===== src/hw/mem_params.svh =====
`ifndef MEM_PARAMS_SVH
`define MEM_PARAMS_SVH

// Memory geometry
`define MEM_NUM_WORDS  256   // Total words over all banks
`define MEM_DATA_WIDTH 32
`define MEM_BYTE_WIDTH 8
`define MEM_NUM_PORTS  2
`define MEM_LATENCY    2     // Read latency in cycles, at least 1
`define MEM_NUM_BANKS  4     // Power of two

// Derived widths
`define MEM_ADDR_WIDTH      ($clog2(`MEM_NUM_WORDS))
`define MEM_BE_WIDTH        ((`MEM_DATA_WIDTH + `MEM_BYTE_WIDTH - 1) / `MEM_BYTE_WIDTH)
`define MEM_BANK_SEL_WIDTH  ($clog2(`MEM_NUM_BANKS))
// Bank index sits in the top bits, so banks stay contiguous
`define MEM_BANK_ADDR_WIDTH (`MEM_ADDR_WIDTH - `MEM_BANK_SEL_WIDTH)

`endif


===== src/hw/memReqPkg.sv =====
`default_nettype none

`include "mem_params.svh"

package memReqPkg;

   typedef logic [`MEM_ADDR_WIDTH-1:0]      addrT;      // Full word address
   typedef logic [`MEM_BANK_ADDR_WIDTH-1:0] bankAddrT;  // Bank-local low bits
   typedef logic [`MEM_BANK_SEL_WIDTH-1:0]  bankSelT;   // Top address bits
   typedef logic [`MEM_DATA_WIDTH-1:0]      dataT;
   typedef logic [`MEM_BE_WIDTH-1:0]        beT;        // One bit per byte

   // One port's request as issued from outside
   typedef struct packed {
      logic req;    // Request strobe
      logic we;     // Write when set, else read
      addrT addr;
      dataT wdata;
      beT   be;
   } memReqT;

   // Same request after bank decode
   typedef struct packed {
      logic     req;
      logic     we;
      bankAddrT addr;   // Bank index stripped
      dataT     wdata;
      beT       be;
   } bankReqT;

endpackage

`default_nettype wire


===== src/hw/memBankDemux.sv =====
`timescale 1ns/1ps
`default_nettype none

`include "mem_params.svh"

module memBankDemux
   import memReqPkg::*;
(
   input  memReqT  [`MEM_NUM_PORTS-1:0]                     req_i,
   output bankReqT [`MEM_NUM_BANKS-1:0][`MEM_NUM_PORTS-1:0] bankReq_o,
   output bankSelT [`MEM_NUM_PORTS-1:0]                     bankSel_o
);

   bankSelT [`MEM_NUM_PORTS-1:0] bankSel;  // Decoded index per port

   // Top address bits name the bank
   for (genvar p = 0; p < `MEM_NUM_PORTS; p++) begin : genSel
      assign bankSel[p] = req_i[p].addr[`MEM_ADDR_WIDTH-1 -: `MEM_BANK_SEL_WIDTH];
   end

   assign bankSel_o = bankSel;  // Read mux tracks it down the pipe

   for (genvar b = 0; b < `MEM_NUM_BANKS; b++) begin : genBank
      for (genvar p = 0; p < `MEM_NUM_PORTS; p++) begin : genPort
         logic hit;  // Port p targets bank b this cycle

         assign hit = req_i[p].req && (bankSel[p] == bankSelT'(b));

         always_comb begin
            bankReq_o[b][p] = '0;  // Banks not addressed see nothing
            if (hit) begin
               bankReq_o[b][p].req   = 1'b1;
               bankReq_o[b][p].we    = req_i[p].we;
               // Keep only the in-bank offset
               bankReq_o[b][p].addr  = req_i[p].addr[`MEM_BANK_ADDR_WIDTH-1:0];
               bankReq_o[b][p].wdata = req_i[p].wdata;
               bankReq_o[b][p].be    = req_i[p].be;
            end
         end
      end
   end

endmodule

`default_nettype wire


===== config.mk =====
export PLATFORM = sky130hd
export DESIGN_NAME = memBankDemux
export DESIGN_NICKNAME = d
export VERILOG_FILES = /design/src/hw/memReqPkg.sv /design/src/hw/memBankDemux.sv
export VERILOG_INCLUDE_DIRS = /design/src /design/src/hw
export SDC_FILE = /design/constraint.sdc
export NUM_CORES = 1
export LEC_CHECK = 0
export BUFFER_PORTS_ARGS = -buffer_cell sky130_fd_sc_hd__buf_2
export CAP_MARGIN = 20
export CORE_AREA = 2 2 172 174
export DETAILED_ROUTE_END_ITERATION = 8
export DIE_AREA = 0 0 174 176
export GPL_TIMING_DRIVEN = 0
export PLACE_DENSITY = 0.41
export SLEW_MARGIN = 25
export SYNTH_ARGS = -nofsm -noshare
export SYNTH_HDL_FRONTEND = slang
export SYNTH_SLANG_ARGS = --single-unit

===== constraint.sdc =====
create_clock -name vclk -period 0.8
set_input_delay 0.08 -clock vclk [all_inputs]
set_output_delay 0.08 -clock vclk [all_outputs]
set_load 0.02 [all_outputs]

# After elaboration in Yosys (flattened, before gate mapping)
# Cells that the tools add are included.
classes:
  mux: 8
  reduce_logical: 10
  n_eq_ne: 6
ops:
  columns: ["op", "count"]
  rows:
  - ["$mux W44", 8]
  - ["$eq A2 B2 Y1 const B", 4]
  - ["$logic_and A1 B1 Y1", 8]
  - ["$eq A2 B1 Y1 const B", 2]
  - ["$logic_not A2 Y1", 2]
word_totals:
  in_bits: 92
  wordCells: 24
  ff_bits: 0

# Depth between registers and ports, before layout
logic_depth:
  depth_word: 3
  mapped_depth: 4

# Least setup slack after synthesis
# No wires, ideal clock.
synth_timing:
  kind: "in2out"
  startpoint: "input port req_i[43] (netlist name)"
  endpoint: "output port bankReq_o[33] (netlist name)"
  arrival_ns: 0.954
  slack_ns: -0.234
  cell_stages: 2
  t_required_ns: 0.720
  cell_sequence: "buf_2 > nor4bb_1"
synth_rtl:
  columns: ["element", "line_no", "text"]
  rows:
  - ["start: declaration", "memBankDemux.sv:9", "input memReqT [`MEM_NUM_PORTS-1:0] req_i,"]
  - ["end: declaration", "memBankDemux.sv:10", "output bankReqT [`MEM_NUM_BANKS-1:0][`MEM_NUM_PORTS-1:0] bankReq_o,"]

==> qor.yml <==
grt_setup_unrepaired: "yes"
slew_headroom: 0.8667
worstPathMaxFanout: 9
place_congestion: 0.8558
core_area_um2: 28550
min_path_type: "in2out"
ctsHoldBuffers: 0
vias: 6616
die_y_um: 176
first_pass_iters: 5
cp.arrival_ns: 0.80
viasPerCell: 4.915
setup_ws_ns: -0.07888
port_buffers: 442
start_kind: "input port"
final_cells: 1346
drv_cap: 0
slew_violations: 0
initial_core_util: 0.1485
required_ns: 0.72
status: "complete, but fails checks"
final.min_clock_period_ns: 0.8789
grt_max_degree: 12
criticalPathCategory: "in2out"
period_share: 1.099
clock_buffers: 0
drtIter0Drc: 334
synth.avg_cell_area_um2: 8.868
dp_hpwl_mm: 24.22
wl_per_cell_um: 23.99
die-area_um2: 30620
antenna_found_initial: 1
max_freq_mhz: 1138
yosys.area.top_type: "and4b_1"
netlist.area_leader.share: 0.4061
tightestPinTransition_ns: 0.1972
nets: 1055
ys_warn_count: 0
drc: 0
ir_worst_vdd_mv: 0.1707
seq_cells: 0
overflow: 0
routed_wl_mm: 32.29
yosysSeqAreaShare: 0
ys_top_cells_by_area: "and4b_1 (41%), and4bb_1 (18%), and4_1 (18%)"
power_leakage_nw: 5.592
area_delta_synth_final_pct: 147.2
violations: "negative setup slack"
dp_slack_ns: -0.2966
drive_gt1_frac: 0.6909
synth_area_um2: 4239
io_pins: 448
synth_cell_types: 12
report.final.hold_viol_count: 0
finalSetupViolCount: 212
end_kind: "primary output"
synth_common_cells: "and4b_1 (172), buf_2 (87), and4_1 (86)"
ant_nets: 0
seqCellArea_um2: 0
synthCells: 478
rows: 62
grt_pass1_vias: 6175
grtUsageTotal: 0.1812
grt_pass1_wl_mm: 43.44
synth_fp_nets: 570
p_per_area_nw_per_um2: 465.1
place_inst: 1304
synth_most_common_cell: "and4b_1"
die_w_um: 174
-- per-stage QoR --
step                area [um2]  utilization  total power [mW]  hold WS [ns]  TNS, ns
global route             10480       0.3670             5.077        0.3857   -10.89
global placement          7007       0.2454             3.201        0.3805   -60.12
floorplan                 4314            -             1.839        0.2726   -3.744
detailed placement        7007       0.2454             3.191        0.3797   -59.92
finish                   10480       0.3670             4.873        0.3793   -6.905
CTS                       9238       0.3236             4.263        0.3802   -5.477
-- final cells by class --
class | instances | area, um2
Buffer | 120 | 1505
Tap cell | 384 | 480.5
Timing Repair Buffer | 489 | 4723
Antenna cell | 1 | 2.502
Multi-Input combinational cell | 352 | 3766
Fill cell | 2948 | 18070
-- placed cells by master (no fill, tap or decap) --
master / synthesis / layout
clkbuf_2: 2 / 11
and4bb_2: 12 / 31
clkbuf_16: 0 / 26
nor4bb_2: 0 / 4
clkbuf_8: 0 / 2
nor4bb_4: 0 / 8
clkbuf_4: 0 / 2
buf_2: 87 / 137
nor3b_2: 0 / 2
buf_12: 0 / 5
and3b_1: 4 / 4
and4_4: 0 / 6
bufbuf_16: 0 / 1
buf_6: 0 / 212
and4bb_1: 62 / 43
buf_8: 0 / 42
diode_2: 0 / 1
and4b_2: 0 / 2
buf_4: 19 / 153
and4b_1: 172 / 170
and4_1: 86 / 80
and3_4: 0 / 2
buf_16: 0 / 18
-- worst paths after layout --
kind                  start            end  slack, ns  depth (start not counted)
setup / recovery  req_i[43]  bankReq_o[96]      -0.08                          4
hold / removal    req_i[89]   bankSel_o[3]       0.38                          2
-- worst max-delay path: stages --
cell,delay [ns]
buf_16,0.13
buf_8,0.13
and4b_1,0.31
buf_6,0.14
-- per-layer routing --
metal	vias to the layer above	share of wire	global-route usage
met1	3267	0.44	0.2385
li1	3043	-	-
met3	24	0.049	0.01766
met5	-	0	0
met4	0	0.011	0.01296
met2	282	0.50	0.3327
-- where the power goes --
part / leakage, nW / switching (mW) / internal, mW
logic: 5.59 / 2.37 / 2.50
registers: 0 / 0 / 0
clock network: 0.00000634 / 0 / 0.000000167
-- cell families (layout without fill, tap and decap cells) --
logic type	count (synthesis)	count (layout)	share of synthesized area
AND/OR/NAND/NOR	352	352	0.8453
buffers and inverters	126	609	0.1547
other	0	1	0
-- what timing repair did --
| action | 4_1_cts | 5_1_grt |
|---|---|---|
| gates cloned | 21 | 26 |
| pin swaps | 26 | 19 |
| endpoints found under the setup margin | 352 | 327 |
| setup buffers | 1 | 0 |
| resized for setup | 619 | 196 |
No activity file was read; power rests on OpenSTA's default activity.
