### src/hw/mem_params.svh
`ifndef MEM_PARAMS_SVH
`define MEM_PARAMS_SVH

// Memory geometry
`define MEM_NUM_WORDS  256   // Total words over all banks
`define MEM_DATA_WIDTH 32
`define MEM_BYTE_WIDTH 8
`define MEM_NUM_PORTS  2
`define MEM_LATENCY    2     // Read latency in cycles, at least 1
`define MEM_NUM_BANKS  4     // Power of two

// Derived widths
`define MEM_ADDR_WIDTH      ($clog2(`MEM_NUM_WORDS))
`define MEM_BE_WIDTH        ((`MEM_DATA_WIDTH + `MEM_BYTE_WIDTH - 1) / `MEM_BYTE_WIDTH)
`define MEM_BANK_SEL_WIDTH  ($clog2(`MEM_NUM_BANKS))
// Bank index sits in the top bits, so banks stay contiguous
`define MEM_BANK_ADDR_WIDTH (`MEM_ADDR_WIDTH - `MEM_BANK_SEL_WIDTH)

`endif

### src/hw/memReqPkg.sv
`default_nettype none

`include "mem_params.svh"

package memReqPkg;

   typedef logic [`MEM_ADDR_WIDTH-1:0]      addrT;      // Full word address
   typedef logic [`MEM_BANK_ADDR_WIDTH-1:0] bankAddrT;  // Bank-local low bits
   typedef logic [`MEM_BANK_SEL_WIDTH-1:0]  bankSelT;   // Top address bits
   typedef logic [`MEM_DATA_WIDTH-1:0]      dataT;
   typedef logic [`MEM_BE_WIDTH-1:0]        beT;        // One bit per byte

   // One port's request as issued from outside
   typedef struct packed {
      logic req;    // Request strobe
      logic we;     // Write when set, else read
      addrT addr;
      dataT wdata;
      beT   be;
   } memReqT;

   // Same request after bank decode
   typedef struct packed {
      logic     req;
      logic     we;
      bankAddrT addr;   // Bank index stripped
      dataT     wdata;
      beT       be;
   } bankReqT;

endpackage

`default_nettype wire

### src/hw/memLatencyPipe.sv
`timescale 1ns/1ps
`default_nettype none

module memLatencyPipe #(
   parameter int unsigned Depth = 1,       // Number of register stages
   parameter type         payloadT = logic // Any packed payload
) (
   input  logic    clk_i,
   input  logic    rst_ni,
   input  payloadT data_i,
   output payloadT data_o
);

   payloadT [Depth-1:0] stageQ;  // Stage 0 is the input side

   always_ff @(posedge clk_i or negedge rst_ni) begin
      if (!rst_ni) begin
         stageQ <= '0;  // Pipe comes up empty
      end else begin
         stageQ[0] <= data_i;
         // Shift towards the output
         for (int i = 1; i < Depth; i++) begin
            stageQ[i] <= stageQ[i-1];
         end
      end
   end

   assign data_o = stageQ[Depth-1];  // Oldest entry

endmodule

`default_nettype wire

### src/hw/memReadMux.sv
`timescale 1ns/1ps
`default_nettype none

`include "mem_params.svh"

module memReadMux
   import memReqPkg::*;
(
   input  logic                                             clk_i,
   input  logic                                             rst_ni,
   input  bankSelT [`MEM_NUM_PORTS-1:0]                     bankSel_i,
   input  dataT    [`MEM_NUM_BANKS-1:0][`MEM_NUM_PORTS-1:0] bankRdata_i,
   output dataT    [`MEM_NUM_PORTS-1:0]                     rdata_o
);

   bankSelT [`MEM_NUM_PORTS-1:0] selQ;  // Bank index of the returning read

   for (genvar p = 0; p < `MEM_NUM_PORTS; p++) begin : genPort
      // Same depth as the bank data pipe
      memLatencyPipe #(
         .Depth    (`MEM_LATENCY),
         .payloadT (bankSelT)
      ) iSelPipe (
         .clk_i,
         .rst_ni,
         .data_i (bankSel_i[p]),
         .data_o (selQ[p])
      );

      // Unselected banks return zero anyway, so idle cycles read zero
      assign rdata_o[p] = bankRdata_i[selQ[p]][p];
   end

endmodule

`default_nettype wire

### config.mk
export PLATFORM = sky130hd
export DESIGN_NAME = memReadMux
export DESIGN_NICKNAME = d
export VERILOG_FILES = /design/src/hw/memReqPkg.sv /design/src/hw/memLatencyPipe.sv /design/src/hw/memReadMux.sv
export VERILOG_INCLUDE_DIRS = /design/src /design/src/hw
export SDC_FILE = /design/constraint.sdc
export NUM_CORES = 1
export LEC_CHECK = 0
export ABC_AREA = 1
export BUFFER_PORTS_ARGS = -buffer_cell sky130_fd_sc_hd__buf_2
export CAP_MARGIN = 30
export CORE_AREA = 2 2 125 127
export DETAILED_ROUTE_END_ITERATION = 10
export DIE_AREA = 0 0 127 129
export GPL_TIMING_DRIVEN = 0
export PLACE_DENSITY_LB_ADDON = 0.1
export SETUP_SLACK_MARGIN = 0.15
export SKIP_CTS_REPAIR_TIMING = 1
export SLEW_MARGIN = 30
export SYNTH_ARGS = -nofsm -noshare
export SYNTH_HDL_FRONTEND = slang
export SYNTH_SLANG_ARGS = --single-unit
### constraint.sdc
create_clock -name clk_i -period 0.9 [get_ports clk_i]
set_input_delay 0.135 -clock clk_i [delete_from_list [all_inputs] [get_ports clk_i]]
set_output_delay 0.135 -clock clk_i [all_outputs]
set_load 0.03 [all_outputs]
### Word level (Yosys, flattened, before mapping)

Index checks and enable logic that the tools add are counted.

| operators by class | value |
|---|---|
| $lt $le $gt $ge | 2 |
| bitwise gates (word level) | 0 |
| reduce and logical (&&, ||, !) cells | 0 |
| divide/modulo/power cells | 0 |
| $mul | 0 |
| equal/unequal tests | 0 |
| shift operators | 0 |
| $add $sub $neg | 0 |
| mux-type cells | 4 |

Operator list:

| kind | count |
|---|---|
| binary-select mux 64 bit (select 2 bit) | 2 |
| two-way mux 64 bit | 1 |
| two-way mux 32 bit | 1 |
| less-than comparator 2 x 3 -> 1 bit (second input constant) | 2 |

| word-level totals | value |
|---|---|
| memory bits (read-only) | 0 |
| bits of input ports | 262 |
| bits in registers | 8 |
| output and inout port bits | 64 |
| logic and storage cells | 10 |
| memories kept | 0 |
| bits in latches | 0 |
| bits in writable memories | 0 |

### Depth between registers and ports, before layout

| depth | value |
|---|---|
| depth after elaboration | 2 |
| mapped depth | 5 |
| mapped depth without buffers | 4 |

### Modules after synthesis

From an unflattened synthesis, not the netlist that was laid out.

| unflattened totals | value |
|---|---|
| cells, all modules | 760 |
| area, all modules | 3355.7 µm² |

Modules (own cells, without submodules):

| module | cells an instance | area each (µm²) | seq. area each (µm²) | times used |
|---|---|---|---|---|
| memReadMux | 748 | 3125.5 | 0.0 | 1 |
| memLatencyPipe | 6 | 115.1 | 100.1 | 2 |

### Worst setup path before layout

OpenSTA, ideal clock, no wires.

| timing path | value |
|---|---|
| kind | reg-to-output |
| start point | register genPort[0].iSelPipe.stageQ (netlist bit genPort[0].iSelPipe.data_o[1]) |
| end point | output port rdata_o[10] (netlist name) |
| path buffers | 2 |
| stages on the path, launching flop included | 6 |
| setup slack | -0.277 ns |
| required time | 0.765 ns |
| data arrival time | 1.042 ns |
| path through | dfrtp_1 buf_6 inv_1 buf_6 nand3_1 nand2_1 |

RTL lines:

| element | line | RTL |
|---|---|---|
| from (decl) | memLatencyPipe.sv:14 | `payloadT [Depth-1:0] stageQ;` |
| from (signal, indexed assignment) | memLatencyPipe.sv:23 | `stageQ[i] <= stageQ[i-1];` |
| to (decl) | memReadMux.sv:13 | `` output dataT [`MEM_NUM_PORTS-1:0] rdata_o `` |

==> run metrics <==
status=complete, but fails checks; failing checks=setup timing; worst r2r src=genPort[0].iSelPipe.stageQ[1]; clk_lat worst skew=220 ps; slowest CP cell=dfrtp_2; Setup WS post-layout=-575 ps; RePlAce Congestion=0.785; Min-Delay Startpoint=bankSel_i[1]; Synth async-reset ratio=100%; die width=127 um; Worst-path clk slew=30 ps; CP Max Fanout=10; DRC=0; Rel. slew slack=83.3%; Yosys warning count=0; max incr delay on CP=440 ps; Non-Filler Instances=1281; Worst EP required=760 ps; ratio of cells with drive above 1 in the final layout=44.1%; Worst path most repeated cell=buf_6; Worst Reg-to-Reg Cells=0; CP Data Arrival Time=1340 ps; largest cells by area after synthesis=nand2_1, inv_1, nand3_1, dfrtp_1, buf_6; Avg Inst Size Synth=4.40 um^2; CP bufs+invs=3; # port buffers=325; CTS tree=done; routed vias/inst=3.98; critical path class=flip-flop to primary output; Yosys cell types=8; multi-input logic area=0.00217 mm^2; Synth Register Bits=8; DRT Wirelength=14600 um; Post-Synthesis Cell Area=0.00333 mm^2; CTS sink count=8; synthesized instance count=756; R2R Setup Slk=430 ps; drt wl/cell=11.4 um; Layout area overhead=85.8%; Slew Limit Fails=0; GRT overflow=0; Die H=129 um; register area=203 um^2; DP Cell Count=1269; maximum VDD drop=0.000500 V; core area=0.0150 mm^2; Seq/Total Area, Yosys=6.02%; Detail Placement HPWL=11800 um; CP cell instances=buf_8, buf_6, nand2_1, nand3_1, nand2_2, buf_6; CP delay by family, top=flip-flops; Layout fillers=1751; crit end category=primary output; RSZ-0062 raised after global routing=true; Total GRT Usage=16.1%; Top Ports=326; Tot Pwr=4.47 mW; Util after Layout=41.3%; final hold slack=16.4 ps; Place WS=-438 ps; Clock Skew=0.205 ps; Hold Vio Cnt, Final=0; final period utilization=164%; most instantiated cells after synthesis=nand2_1, inv_1, nand3_1; final setup violation count=64; critical path launch point type=flip-flop; initial antenna violation count=1; Max Cap Violations=0; total number of vias=5099; drt pass-1 iters=4; Pwr per Cell Area=723 mW/mm^2; Leak Pwr=4.34 nW; net count reported at finish=1356; Worst Hold Class=input pin to flip-flop; Post-synth EDFFs=0; starting density of the core=22.2%; Tmin final=1470 ps; most frequent cell after synthesis=nand2_1; Yosys top cell by area=nand2_1; Root Driver=clkbuf_16; number of global-route vias before repair=4649; CTS Buffer Depth=2; global-route wire length before repair=21900 um; H-tree depth=1; Initial DRC Count=129; CTS Buf Count=3; Routed Antenna Nets=0; Hold Path Depth=1; beginning of the critical path=genPort[0].iSelPipe.data_o[0]; fmax=678 MHz; Main synth FF type=dfrtp_1; FP Rows=45; worst-margin pin slew=250 ps; top cell type's share of synthesized area=36.1%; largest net degree at the start of global routing=11; die area=0.0164 mm^2; Crit path depth=6; syn nets=1018
==> where the power goes <==
part           total [mW]  switching (mW)  leakage [nW]  internal [mW]
Sequential          0.395          0.0139        0.0912          0.381
Clock               0.714           0.144        0.0370          0.570
Combinational        3.36            1.81          4.22           1.54
Total                4.47            1.97          4.34           2.49
==> cell families after synthesis <==
kind of cell           synth area share, %
AND/OR/NAND/NOR                       55.4
buffers and inverters                 38.6
flip-flops                            6.02
==> cell usage in the layout, fill, tap and decap left out, drive strengths merged <==
cell type,netlist,layout
dlygate4sd3,0,1
clkbuf,0,3
nand2,320,320
diode,0,1
buf,40,370
inv,260,258
nand3,128,128
clkinv,0,4
dfrtp,8,8
==> routing by layer <==
layer | vias to the layer above | track usage (%) | part of all wire, % | wire length (um)
li1 | 2773 | - | - | -
met1 | 2131 | 18.5 | 39 | 5760
met2 | 181 | 31.2 | 52 | 7560
met3 | 14 | 3.49 | 7.5 | 1090
met4 | 0 | 2.46 | 1.3 | 194
met5 | - | 0 | 0 | 0
==> per-stage QoR <==
step	setup TNS, ps	cell area [um^2]
floorplan	-9930	3550
global placement	-25150	5410
detailed placement	-25310	5410
CTS	-40900	5490
global route	-39160	6180
finish	-35030	6180
==> path summary, 6_finish.rpt <==
kind | endpoint
max | rdata_o[10]
min | genPort[0].iSelPipe.stageQ[1]
min reg2reg | genPort[1].iSelPipe.data_o[0]
max in group asynchronous | genPort[1].iSelPipe.data_o[0]
max reg2reg | genPort[0].iSelPipe.data_o[1]
min in group asynchronous | genPort[0].iSelPipe.data_o[1]
==> registers in the layout (all words and copies together), names as in the netlist <==
register                 count
genPort.iSelPipe.data_o      4
genPort.iSelPipe.stageQ      4
==> area by class of cell <==
class / instances / area share [%]
tap: 188 / 3.81
inverter: 260 / 16.0
multi-input combinational: 448 / 35.1
timing repair buffer: 331 / 33.6
sequential: 8 / 3.28
clock buffer: 3 / 1.22
antenna: 1 / 0.0405
buffer: 40 / 6.74
timing repair inverter: 2 / 0.162
No activity file was read; power rests on OpenSTA's default activity.
